`src/agen_pkg.sv`:
```
package agen_pkg;

   // Segment table geometry
   localparam int NUM_SEGS  = 8;
   localparam int SEG_IDX_W = $clog2(NUM_SEGS);

   // Stack accesses always go through SS
   localparam logic [SEG_IDX_W-1:0] SEG_SS = 3'd2;

   // Result tag and byte count widths
   localparam int TAG_W   = 4;
   localparam int BYTES_W = 3;

   // Memory form of the micro-op, kind bit clear
   typedef struct packed {
      logic                 kind;
      logic [SEG_IDX_W-1:0] seg;
      logic [1:0]           scale;
      logic [1:0]           size;
      logic                 write;
      logic                 idx_valid;
      logic [21:0]          rsvd;
   } agen_mem_view_t;

   // Stack form, kind bit set
   typedef struct packed {
      logic                 kind;
      logic                 push;
      logic [1:0]           size;
      logic [27:0]          rsvd;
   } agen_stack_view_t;

   typedef union packed {
      agen_mem_view_t   mem;
      agen_stack_view_t stk;
   } agen_uop_u;

   // Size code 0/1/2 gives 1/2/4 bytes; code 3 is taken as a dword too
   function automatic logic [BYTES_W-1:0] size_bytes(input logic [1:0] code);
      case (code)
         2'd0:    return 3'd1;
         2'd1:    return 3'd2;
         default: return 3'd4;
      endcase
   endfunction

endpackage

```
`src/agen_addr_stage.sv`:
```
module agen_addr_stage
   import agen_pkg::*;
(
   input  logic               clk,
   input  logic               arst_n,

   input  logic               q_valid,
   output logic               q_ready,
   input  logic [31:0]        q_offset,
   input  logic [31:0]        q_seg_base,
   input  logic [31:0]        q_seg_limit,
   input  logic [BYTES_W-1:0] q_bytes,
   input  logic               q_write,
   input  logic [TAG_W-1:0]   q_tag,

   output logic               res_valid,
   input  logic               res_ready,
   output logic [31:0]        res_addr,
   output logic               res_write,
   output logic               res_seg_fault,
   output logic [TAG_W-1:0]   res_tag
);

   logic [31:0] linear_addr;
   logic [32:0] access_end;
   logic        limit_fault;
   logic        take;

   // Segment base plus offset, wraps at 4G
   assign linear_addr = q_seg_base + q_offset;

   // Last byte touched; bit 32 set means the access ran past 4G
   assign access_end  = {1'b0, q_offset} + 33'(q_bytes) - 33'd1;

   // Catches both limit overrun and wrap since limit has bit 32 clear
   assign limit_fault = access_end > {1'b0, q_seg_limit};

   // Result register, drains when the consumer takes it
   assign q_ready = !res_valid || res_ready;
   assign take    = q_valid && q_ready;

   always_ff @(posedge clk or negedge arst_n) begin
      if (!arst_n)
         res_valid <= 1'b0;
      else if (take)
         res_valid <= 1'b1;
      else if (res_ready)
         res_valid <= 1'b0;
   end

   // Faulting accesses still carry their address
   always_ff @(posedge clk) begin
      if (take) begin
         res_addr      <= linear_addr;
         res_write     <= q_write;
         res_seg_fault <= limit_fault;
         res_tag       <= q_tag;
      end
   end

endmodule

```
`src/agen_operand_stage.sv`:
```
module agen_operand_stage
   import agen_pkg::*;
(
   input  logic                 clk,
   input  logic                 arst_n,

   input  logic                 seg_wr_en,
   input  logic [SEG_IDX_W-1:0] seg_wr_idx,
   input  logic [31:0]          seg_wr_base,
   input  logic [31:0]          seg_wr_limit,

   input  logic                 req_valid,
   output logic                 req_ready,
   input  agen_uop_u            req_uop,
   input  logic [TAG_W-1:0]     req_tag,
   input  logic [31:0]          req_base,
   input  logic [31:0]          req_index,
   input  logic [31:0]          req_disp,

   output logic                 op_valid,
   input  logic                 op_ready,
   output logic [31:0]          op_offset,
   output logic [31:0]          op_seg_base,
   output logic [31:0]          op_seg_limit,
   output logic [BYTES_W-1:0]   op_bytes,
   output logic                 op_write,
   output logic [TAG_W-1:0]     op_tag
);

   logic [31:0]          seg_base  [NUM_SEGS];
   logic [31:0]          seg_limit [NUM_SEGS];

   logic [BYTES_W-1:0]   bytes;
   logic [31:0]          scaled_index;
   logic [31:0]          offset;
   logic [SEG_IDX_W-1:0] seg_sel;
   logic                 write;
   logic                 accept;

   // Segment table, flat 4G segments out of reset
   always_ff @(posedge clk or negedge arst_n) begin
      if (!arst_n) begin
         for (int i = 0; i < NUM_SEGS; i++) begin
            seg_base[i]  <= '0;
            seg_limit[i] <= '1;
         end
      end else if (seg_wr_en) begin
         seg_base[seg_wr_idx]  <= seg_wr_base;
         seg_limit[seg_wr_idx] <= seg_wr_limit;
      end
   end

   // Decode by kind bit, same position in both views
   always_comb begin
      scaled_index = '0;
      if (req_uop.stk.kind) begin
         bytes   = size_bytes(req_uop.stk.size);
         seg_sel = SEG_SS;
         write   = req_uop.stk.push;
         // Push pre-decrements SP, pop reads at SP
         offset  = req_uop.stk.push ? req_base - 32'(bytes) : req_base;
      end else begin
         bytes   = size_bytes(req_uop.mem.size);
         seg_sel = req_uop.mem.seg;
         write   = req_uop.mem.write;
         if (req_uop.mem.idx_valid)
            scaled_index = req_index << req_uop.mem.scale;
         offset  = req_base + req_disp + scaled_index;
      end
   end

   // One-entry output register
   assign req_ready = !op_valid || op_ready;
   assign accept    = req_valid && req_ready;

   always_ff @(posedge clk or negedge arst_n) begin
      if (!arst_n)
         op_valid <= 1'b0;
      else if (accept)
         op_valid <= 1'b1;
      else if (op_ready)
         op_valid <= 1'b0;
   end

   // Table read sees contents before any write on this edge
   always_ff @(posedge clk) begin
      if (accept) begin
         op_offset    <= offset;
         op_seg_base  <= seg_base[seg_sel];
         op_seg_limit <= seg_limit[seg_sel];
         op_bytes     <= bytes;
         op_write     <= write;
         op_tag       <= req_tag;
      end
   end

endmodule

```
`src/agen_pipe_fifo.sv`:
```
module agen_pipe_fifo
   import agen_pkg::*;
#(
   parameter int FIFO_DEPTH = 4
) (
   input  logic               clk,
   input  logic               arst_n,

   input  logic               op_valid,
   output logic               op_ready,
   input  logic [31:0]        op_offset,
   input  logic [31:0]        op_seg_base,
   input  logic [31:0]        op_seg_limit,
   input  logic [BYTES_W-1:0] op_bytes,
   input  logic               op_write,
   input  logic [TAG_W-1:0]   op_tag,

   output logic               q_valid,
   input  logic               q_ready,
   output logic [31:0]        q_offset,
   output logic [31:0]        q_seg_base,
   output logic [31:0]        q_seg_limit,
   output logic [BYTES_W-1:0] q_bytes,
   output logic               q_write,
   output logic [TAG_W-1:0]   q_tag
);

   localparam int PTR_W   = $clog2(FIFO_DEPTH);
   localparam int ENTRY_W = 3 * 32 + BYTES_W + 1 + TAG_W;
   localparam logic [PTR_W:0] FULL_CNT = (PTR_W + 1)'(FIFO_DEPTH);

   logic [ENTRY_W-1:0] fifo_mem [FIFO_DEPTH];
   logic [PTR_W-1:0]   wr_ptr;
   logic [PTR_W-1:0]   rd_ptr;
   logic [PTR_W:0]     count;
   logic               push;
   logic               pop;

   // No bypass, so both flags follow the count alone
   assign op_ready = count != FULL_CNT;
   assign q_valid  = count != '0;
   assign push     = op_valid && op_ready;
   assign pop      = q_valid && q_ready;

   always_ff @(posedge clk or negedge arst_n) begin
      if (!arst_n) begin
         wr_ptr <= '0;
         rd_ptr <= '0;
         count  <= '0;
      end else begin
         // Pointers wrap on their own, depth is a power of two
         if (push)
            wr_ptr <= wr_ptr + 1'b1;
         if (pop)
            rd_ptr <= rd_ptr + 1'b1;
         case ({push, pop})
            2'b10:   count <= count + 1'b1;
            2'b01:   count <= count - 1'b1;
            default: count <= count;
         endcase
      end
   end

   always_ff @(posedge clk) begin
      if (push)
         fifo_mem[wr_ptr] <= {op_offset, op_seg_base, op_seg_limit, op_bytes, op_write, op_tag};
   end

   assign {q_offset, q_seg_base, q_seg_limit, q_bytes, q_write, q_tag} = fifo_mem[rd_ptr];

endmodule

```
`src/agen_top.sv`:
```
module agen_top
   import agen_pkg::*;
#(
   parameter int FIFO_DEPTH = 4
) (
   input  logic                 clk,
   input  logic                 arst_n,

   input  logic                 seg_wr_en,
   input  logic [SEG_IDX_W-1:0] seg_wr_idx,
   input  logic [31:0]          seg_wr_base,
   input  logic [31:0]          seg_wr_limit,

   input  logic                 req_valid,
   output logic                 req_ready,
   input  agen_uop_u            req_uop,
   input  logic [TAG_W-1:0]     req_tag,
   input  logic [31:0]          req_base,
   input  logic [31:0]          req_index,
   input  logic [31:0]          req_disp,

   output logic                 res_valid,
   input  logic                 res_ready,
   output logic [31:0]          res_addr,
   output logic                 res_write,
   output logic                 res_seg_fault,
   output logic [TAG_W-1:0]     res_tag
);

   // Operand stage to FIFO
   logic               op_valid;
   logic               op_ready;
   logic [31:0]        op_offset;
   logic [31:0]        op_seg_base;
   logic [31:0]        op_seg_limit;
   logic [BYTES_W-1:0] op_bytes;
   logic               op_write;
   logic [TAG_W-1:0]   op_tag;

   // FIFO to address stage
   logic               q_valid;
   logic               q_ready;
   logic [31:0]        q_offset;
   logic [31:0]        q_seg_base;
   logic [31:0]        q_seg_limit;
   logic [BYTES_W-1:0] q_bytes;
   logic               q_write;
   logic [TAG_W-1:0]   q_tag;

   agen_operand_stage u_operand (
      .clk, .arst_n,
      .seg_wr_en, .seg_wr_idx, .seg_wr_base, .seg_wr_limit,
      .req_valid, .req_ready, .req_uop, .req_tag, .req_base, .req_index, .req_disp,
      .op_valid, .op_ready, .op_offset, .op_seg_base, .op_seg_limit,
      .op_bytes, .op_write, .op_tag
   );

   agen_pipe_fifo #(
      .FIFO_DEPTH (FIFO_DEPTH)
   ) u_fifo (
      .clk, .arst_n,
      .op_valid, .op_ready, .op_offset, .op_seg_base, .op_seg_limit,
      .op_bytes, .op_write, .op_tag,
      .q_valid, .q_ready, .q_offset, .q_seg_base, .q_seg_limit,
      .q_bytes, .q_write, .q_tag
   );

   agen_addr_stage u_addr (
      .clk, .arst_n,
      .q_valid, .q_ready, .q_offset, .q_seg_base, .q_seg_limit,
      .q_bytes, .q_write, .q_tag,
      .res_valid, .res_ready, .res_addr, .res_write, .res_seg_fault, .res_tag
   );

endmodule

```
`config.mk`:
```
export PLATFORM = sky130hd
export DESIGN_NAME = agen_top
export DESIGN_NICKNAME = d
export VERILOG_FILES = /design/src/agen_pkg.sv /design/src/agen_addr_stage.sv /design/src/agen_operand_stage.sv /design/src/agen_pipe_fifo.sv /design/src/agen_top.sv
export SDC_FILE = /design/constraint.sdc
export NUM_CORES = 2
export LEC_CHECK = 0
export ABC_AREA = 1
export BUFFER_PORTS_ARGS = -buffer_cell sky130_fd_sc_hd__buf_2
export CAP_MARGIN = 20
export CORE_MARGIN = 3
export CORE_UTILIZATION = 47
export DETAILED_ROUTE_END_ITERATION = 16
export PLACE_DENSITY = 0.65
export SYNTH_ARGS = -nofsm -noshare
export SYNTH_HDL_FRONTEND = slang
export SYNTH_SLANG_ARGS = --single-unit
```
`constraint.sdc`:
```
create_clock -name clk -period 6.8 [get_ports clk]
set_input_delay 1.36 -clock clk [delete_from_list [all_inputs] [get_ports clk]]
set_output_delay 1.36 -clock clk [all_outputs]
set_load 0.1 [all_outputs]
```
; ---- Word level (Yosys, flattened, before mapping)
; Memories as Yosys holds them, arrays and structs flattened.
; Cells that the tools add are included.
[word_totals]
reg_bits = 663
ram_bits = 416
n_memories = 1
[classes]
addsub = 10
order_cmp = 4
n_eq_ne = 5
shifts = 1
n_mux = 27
bitwise_logic = 2
reduce_logical = 14
[memory_table]
columns = name, depth, width, read_ports, rd_clocked_by_memory_dff, write_ports, line
row1 = u_fifo.fifo_mem, 4, 104, 1, 0, 1, agen_pipe_fifo.sv:32  ; logic [ENTRY_W-1:0] fifo_mem [FIFO_DEPTH];
[op_table]
columns = cell, count
row1 = bitwise mux 256 bit, 2
row2 = 2-to-1 mux 32 bit, 9
row3 = binary-select mux 32 bit (select 3 bit), 2
row4 = adder 32 bit, 3
row5 = demux 32 bit (select 3 bit), 1
row6 = adder 32 x 3 -> 33 bit, 1
row7 = greater-than comparator 33 x 32 -> 1 bit, 1
row8 = subtractor 33 x 1 -> 33 bit (second input constant), 1
row9 = left shift 32 x 2 -> 32 bit, 1
row10 = subtractor 32 x 3 -> 32 bit, 1
row11 = one-hot mux 3 bit (2 select lines), 3
row12 = 2-to-1 mux 3 bit, 3
row13 = >= comparator 4 bit (second input constant), 2
row14 = inverter 3 -> 4 bit, 2
row15 = 2-to-1 mux 1 bit, 7
row16 = equality test 2 x 1 -> 1 bit (second input constant), 3
row17 = nonzero test 2 bit, 3
row18 = adder 2 x 1 -> 2 bit (second input constant), 2
row19 = logical AND 1 bit, 4
row20 = logical NOT 2 bit, 2
row21 = < comparator 4 x 1 -> 1 bit (second input constant), 1
row22 = adder 3 x 1 -> 3 bit (second input constant), 1
row23 = inequality test 3 bit (second input constant), 1
row24 = nonzero test 3 bit, 1
row25 = other kinds (4), 6

; ---- Longest topological paths before layout
[logic_depth]
depth_word = 6
ltp_mapped = 35
mapped_depth_nobuf = 32

; ---- By module
; Synthesis repeated with hierarchy kept, for this count alone.
[hier_totals]
cells_unflattened = 5580
hier_area_um2 = 53664.0
[modules_own_cells]
columns = mod, n_inst, cells_per_inst, area_each_um2, seq_area_each_um2
row1 = agen_operand_stage, 1, 3527, 30514.3, 16280.6
row2 = agen_pipe_fifo, 1, 1273, 17459.2, 12667.1
row3 = agen_addr_stage, 1, 780, 5690.5, 1166.1

; ---- Least setup slack after synthesis
; No wires, ideal clock.
[synth_timing]
kind = register to register
from = register u_fifo.wr_ptr[0]
to = memory u_fifo.fifo_mem[2][0] (netlist bit), enable pin
setup_ps = 568
arrival_time_ps = 4962
t_required_ps = 6232
path_slack_ps = 1270
stages_incl_launch_ff = 5
n_path_buf = 0
synth_period_minus_slack_ps = 5530
path_cell_list = dfrtp_1 -> inv_1 -> ha_1 -> inv_1 -> nor2_1
[synth_rtl]
columns = element, line
row1 = "start, declared", agen_pipe_fifo.sv:33  ; logic [PTR_W-1:0] wr_ptr;
row2 = "start signal, assigned", agen_pipe_fifo.sv:53  ; wr_ptr <= wr_ptr + 1'b1;
row3 = "end, declared", agen_pipe_fifo.sv:32
; Straight into the memory's write port.

; ---- Worst setup path after layout
[layout_timing]
from = register u_fifo.rd_ptr[0]
to = register u_addr.res_addr[22], data pin
[layout_via]
elab_chain_cells = 2
[layout_lines]
columns = element, line
row1 = "start, declared", agen_pipe_fifo.sv:34  ; logic [PTR_W-1:0] rd_ptr;
row2 = "start signal, assigned", agen_pipe_fifo.sv:55  ; rd_ptr <= rd_ptr + 1'b1;
row3 = memory read (4 x 104 bit), n/a
row4 = adder 32 bit, agen_addr_stage.sv:30  ; assign linear_addr = q_seg_base + q_offset;
row5 = net u_addr.linear_addr[22], agen_addr_stage.sv:24  ; logic [31:0] linear_addr;
row6 = "end signal, assigned", agen_addr_stage.sv:54  ; res_addr <= linear_addr;
row7 = "end, declared", agen_addr_stage.sv:18  ; output logic [31:0] res_addr,
; The timed path passes the listed nets, and every way through them passes these cells.
; A chain may end at the register's enable or synchronous reset.

==> impl_metrics.py <==
metrics = {
    "synthesis": {
        "synth_edf_count": 558,
        "ys_ff_latch": 1079,
        "syn-num-nets": 5577,
        "syn_area_mm2": 0.0514,
        "yosysTopAreaCell": "edfxtp_1",
        "synth_area_leaders": "edfxtp_1 33%, dfstp_2 13%, dfrtp_1 13%, o21ai_0 8.0%, nand2_1 7.6%",
        "async_reset_ff_frac": 0.483,
        "syn_inst": 5202,
        "yosysUniqueCellTypes": 64,
        "ys_warn_count": 0,
        "ys_seq_area_frac": 0.586,
        "ys.flop_type": "edfxtp_1",
        "syn_area_per_cell_um2": 9.87,
        "yosysTopAreaCellShare": 0.326,
    },
    "timing": {
        "worstMarginPinSlew_ns": 0.983,
        "fin_crit_sh": 0.777,
        "rsz0062_at_grt": "no",
        "setup_slack_ns": 1.52,
        "period_needed_ns": 5.28,
        "hold_viol": 0,
        "fmax_mhz": 189,
        "setup_violations": 0,
        "slew_viol_final": 0,
        "fin_skew_ns": 0.0679,
        "slew_headroom": 0.343,
        "tns_ns": 0,
    },
    "pwr": {
        "powerDensity_mw_per_mm2": 502,
        "vdd_drop_max_mv": 0.294,
        "p_leak_uw": 0.0233,
        "p_total_uw": 28800,
    },
    "global_route": {
        "grt-ovfl-total": 0,
        "grt_pass1_vias": 35900,
        "grt_max_degree": 173,
        "antenna_found_initial": 8,
        "grt_pass1_wl_um": 208000,
        "grt_use_total": 0.234,
    },
    "finish": {
        "fin_util": 0.533,
        "final_cell_area_mm2": 0.0574,
        "syn_to_final_growth_pct": 11.8,
        "finalNetCount": 5665,
        "nFillCells": 9641,
        "drive_gt1_frac": 0.151,
    },
    "clocking": {
        "numCtsBuffers": 110,
        "cts_tree": "yes",
        "post_cts_buffers": 0,
        "root_buffer": "clkbuf_16",
        "ctsResizeCount": 0,
        "hold_buffers": 0,
        "clock_latency_ns": 0.72,
        "h-tree-depth": 3,
        "clockBufferDepth": 3,
        "cts_sinks": 1079,
        "clkSlewWorstSetupHoldPaths_ns": 0.06,
    },
    "floorplanning": {
        "rows": 120,
        "io_pins": 244,
        "die_x_um": 337,
        "die_area_mm2": 0.113,
        "initial_core_util": 0.476,
        "coreArea_mm2": 0.108,
        "die_h_um": 337,
    },
    "worst_setup_path": {
        "slowest_stage": "dfrtp_4",
        "cp_top_family": "buffers and inverters",
        "crit_fanout": 95,
        "crit_chain": "inv_6 > buf_4 > buf_4 > o21ai_0 > o22ai_1 > ha_1 > inv_1 > fa_1 > o21ai_2 > a21oi_4 > o21ai_4 > a21oi_2 > o21ai_2 > nand2_1 > nand3_1 > nand2_1",
        "worstSetupStartpointType": "flip-flop",
        "max_stage_delay_ns": 0.72,
        "worst-path-buf-inv": 4,
        "worstSetupPathType": "reg -> reg",
        "cp-end-kind": "flip-flop",
        "critPathArrivalTime_ns": 5.69,
        "required_ns": 7.21,
    },
    "place": {
        "io_buffer_count": 221,
        "hpwl_um": 84300,
        "preCtsSetupSlack_ns": 1.54,
        "routabilityCongestion": 0.942,
        "dpl_cell_area_mm2": 0.0537,
    },
    "worst_hold_path": {
        "hold_class": "reg -> reg",
    },
    "status": {
        "status": "finished, final reports clean",
    },
    "detailed_routing": {
        "drt-pass1-iter-count": 6,
        "drc": 0,
        "routedWlPerCell_um": 19.5,
        "viasPerCell": 5.57,
        "routed_wl_um": 133000,
        "drt_iter0_markers": 3460,
        "detail-route-antenna-nets": 0,
        "num_vias": 37900,
    },
    "flow_run": {
        "drv_cap": 0,
    },
}
## flip-flops by register name, indices dropped and copies added (netlist names), 2 cells and up
name	count
u_fifo.fifo_mem	416
u_operand.seg_base	256
u_operand.seg_limit	256
u_addr.res_addr	32
u_operand.op_offset	32
u_operand.op_seg_base	32
u_operand.op_seg_limit	32
u_addr.res_tag	4
u_operand.op_tag	4
u_fifo.count	3
u_operand.op_bytes	3
u_fifo.rd_ptr	2
u_fifo.wr_ptr	2
## area by class of cell
type	instances	area (um2)	area share
clock buffer	148	3050	0.0530
tap	1403	1760	0.0306
sequential	1079	30100	0.524
antenna	1	2.50	0.0000436
clock inverter	61	681	0.0119
timing repair buffer	271	1600	0.0279
multi-input combinational	3493	19000	0.330
inverter	335	1280	0.0222
## synth_stat cells, types with 65 or more instances
| cell type | n |
|---|---|
| ha_1 | 135 |
| clkbuf_1 | 234 |
| nand3_1 | 65 |
| o21ai_0 | 821 |
| o211ai_1 | 66 |
| nor2_1 | 543 |
| nand2_1 | 1034 |
| edfxtp_1 | 558 |
| o22ai_1 | 133 |
| a21oi_1 | 195 |
| a31oi_1 | 72 |
| dfrtp_1 | 265 |
| dfstp_2 | 256 |
| inv_1 | 320 |
## metal layers
metal,GRT usage,share of wire,vias up
li1,-,-,18200
met1,0.341,0.46,18400
met2,0.369,0.46,1097
met3,0.0324,0.053,209
met4,0.0644,0.025,2
met5,0,0.000098,-
## worst reg2reg max path: stages (launching register included)
cell and delay [ns]:
dfrtp_4 0.72, inv_6 0.69, buf_4 0.70, buf_4 0.45
o21ai_0 0.14, o22ai_1 0.36, ha_1 0.30, inv_1 0.08
fa_1 0.48, o21ai_2 0.24, a21oi_4 0.12, o21ai_4 0.20
a21oi_2 0.12, o21ai_2 0.18, nand2_1 0.09, nand3_1 0.07
nand2_1 0.12
## cells in the final DEF (no fill, tap or decap), drive strengths merged, types with 56 or more instances in the layout
cell / instances
nand3: 73
nor2: 557
o21ai: 868
a21oi: 210
buf: 271
nand2: 1041
xor2: 56
a31oi: 72
inv: 337
dfrtp: 265
dfstp: 256
o211ai: 68
clkbuf: 148
edfxtp: 558
o22ai: 133
ha: 135
## report_power, final
| part | internal [uW] | leakage, uW | switching (uW) | total (uW) |
|---|---|---|---|---|
| Combinational | 4110 | 0.0103 | 8950 | 13100 |
| Clock | 3540 | 0.00184 | 2560 | 6110 |
| Sequential | 9050 | 0.0112 | 638 | 9690 |
| Total | 16700 | 0.0233 | 12200 | 28800 |
## final timing paths
check | to | cells past startpoint | start | slack (ns)
worst min-delay path | u_operand.seg_base[135] | 2 | u_operand.seg_base[135] | 0.48
max in group asynchronous | u_operand.seg_base[175] | 2 | arst_n | 4.78
worst max register to register | u_addr.res_addr[22] | 16 | u_fifo.rd_ptr[0] | 1.52
worst max-delay path | u_addr.res_addr[22] | 16 | u_fifo.rd_ptr[0] | 1.52
worst min register to register | u_operand.seg_base[135] | 2 | u_operand.seg_base[135] | 0.48
min in group asynchronous | u_operand.op_valid | 1 | arst_n | 0.63
## metrics by stage
stage                     hold WS (ns)  instances
final                            0.478       6791
after global routing             0.497       6790
after CTS                        0.483       6788
after detailed placement         0.468       6579
after global placement           0.461       6579
after floorplan                  0.448       5202
## kinds of logic after synthesis
logic type                 after synthesis  share of synthesized area
and+or+nand+nor                       1733                      0.134
AOI/OAI and AO/OA                     1476                      0.165
xor gates and xnor gates                85                     0.0145
adders and majority gates              171                     0.0469
muxes                                   28                    0.00546
DFF                                   1079                      0.586
buffers and inverters                  630                     0.0476
(Power assumes the default switching activity.)
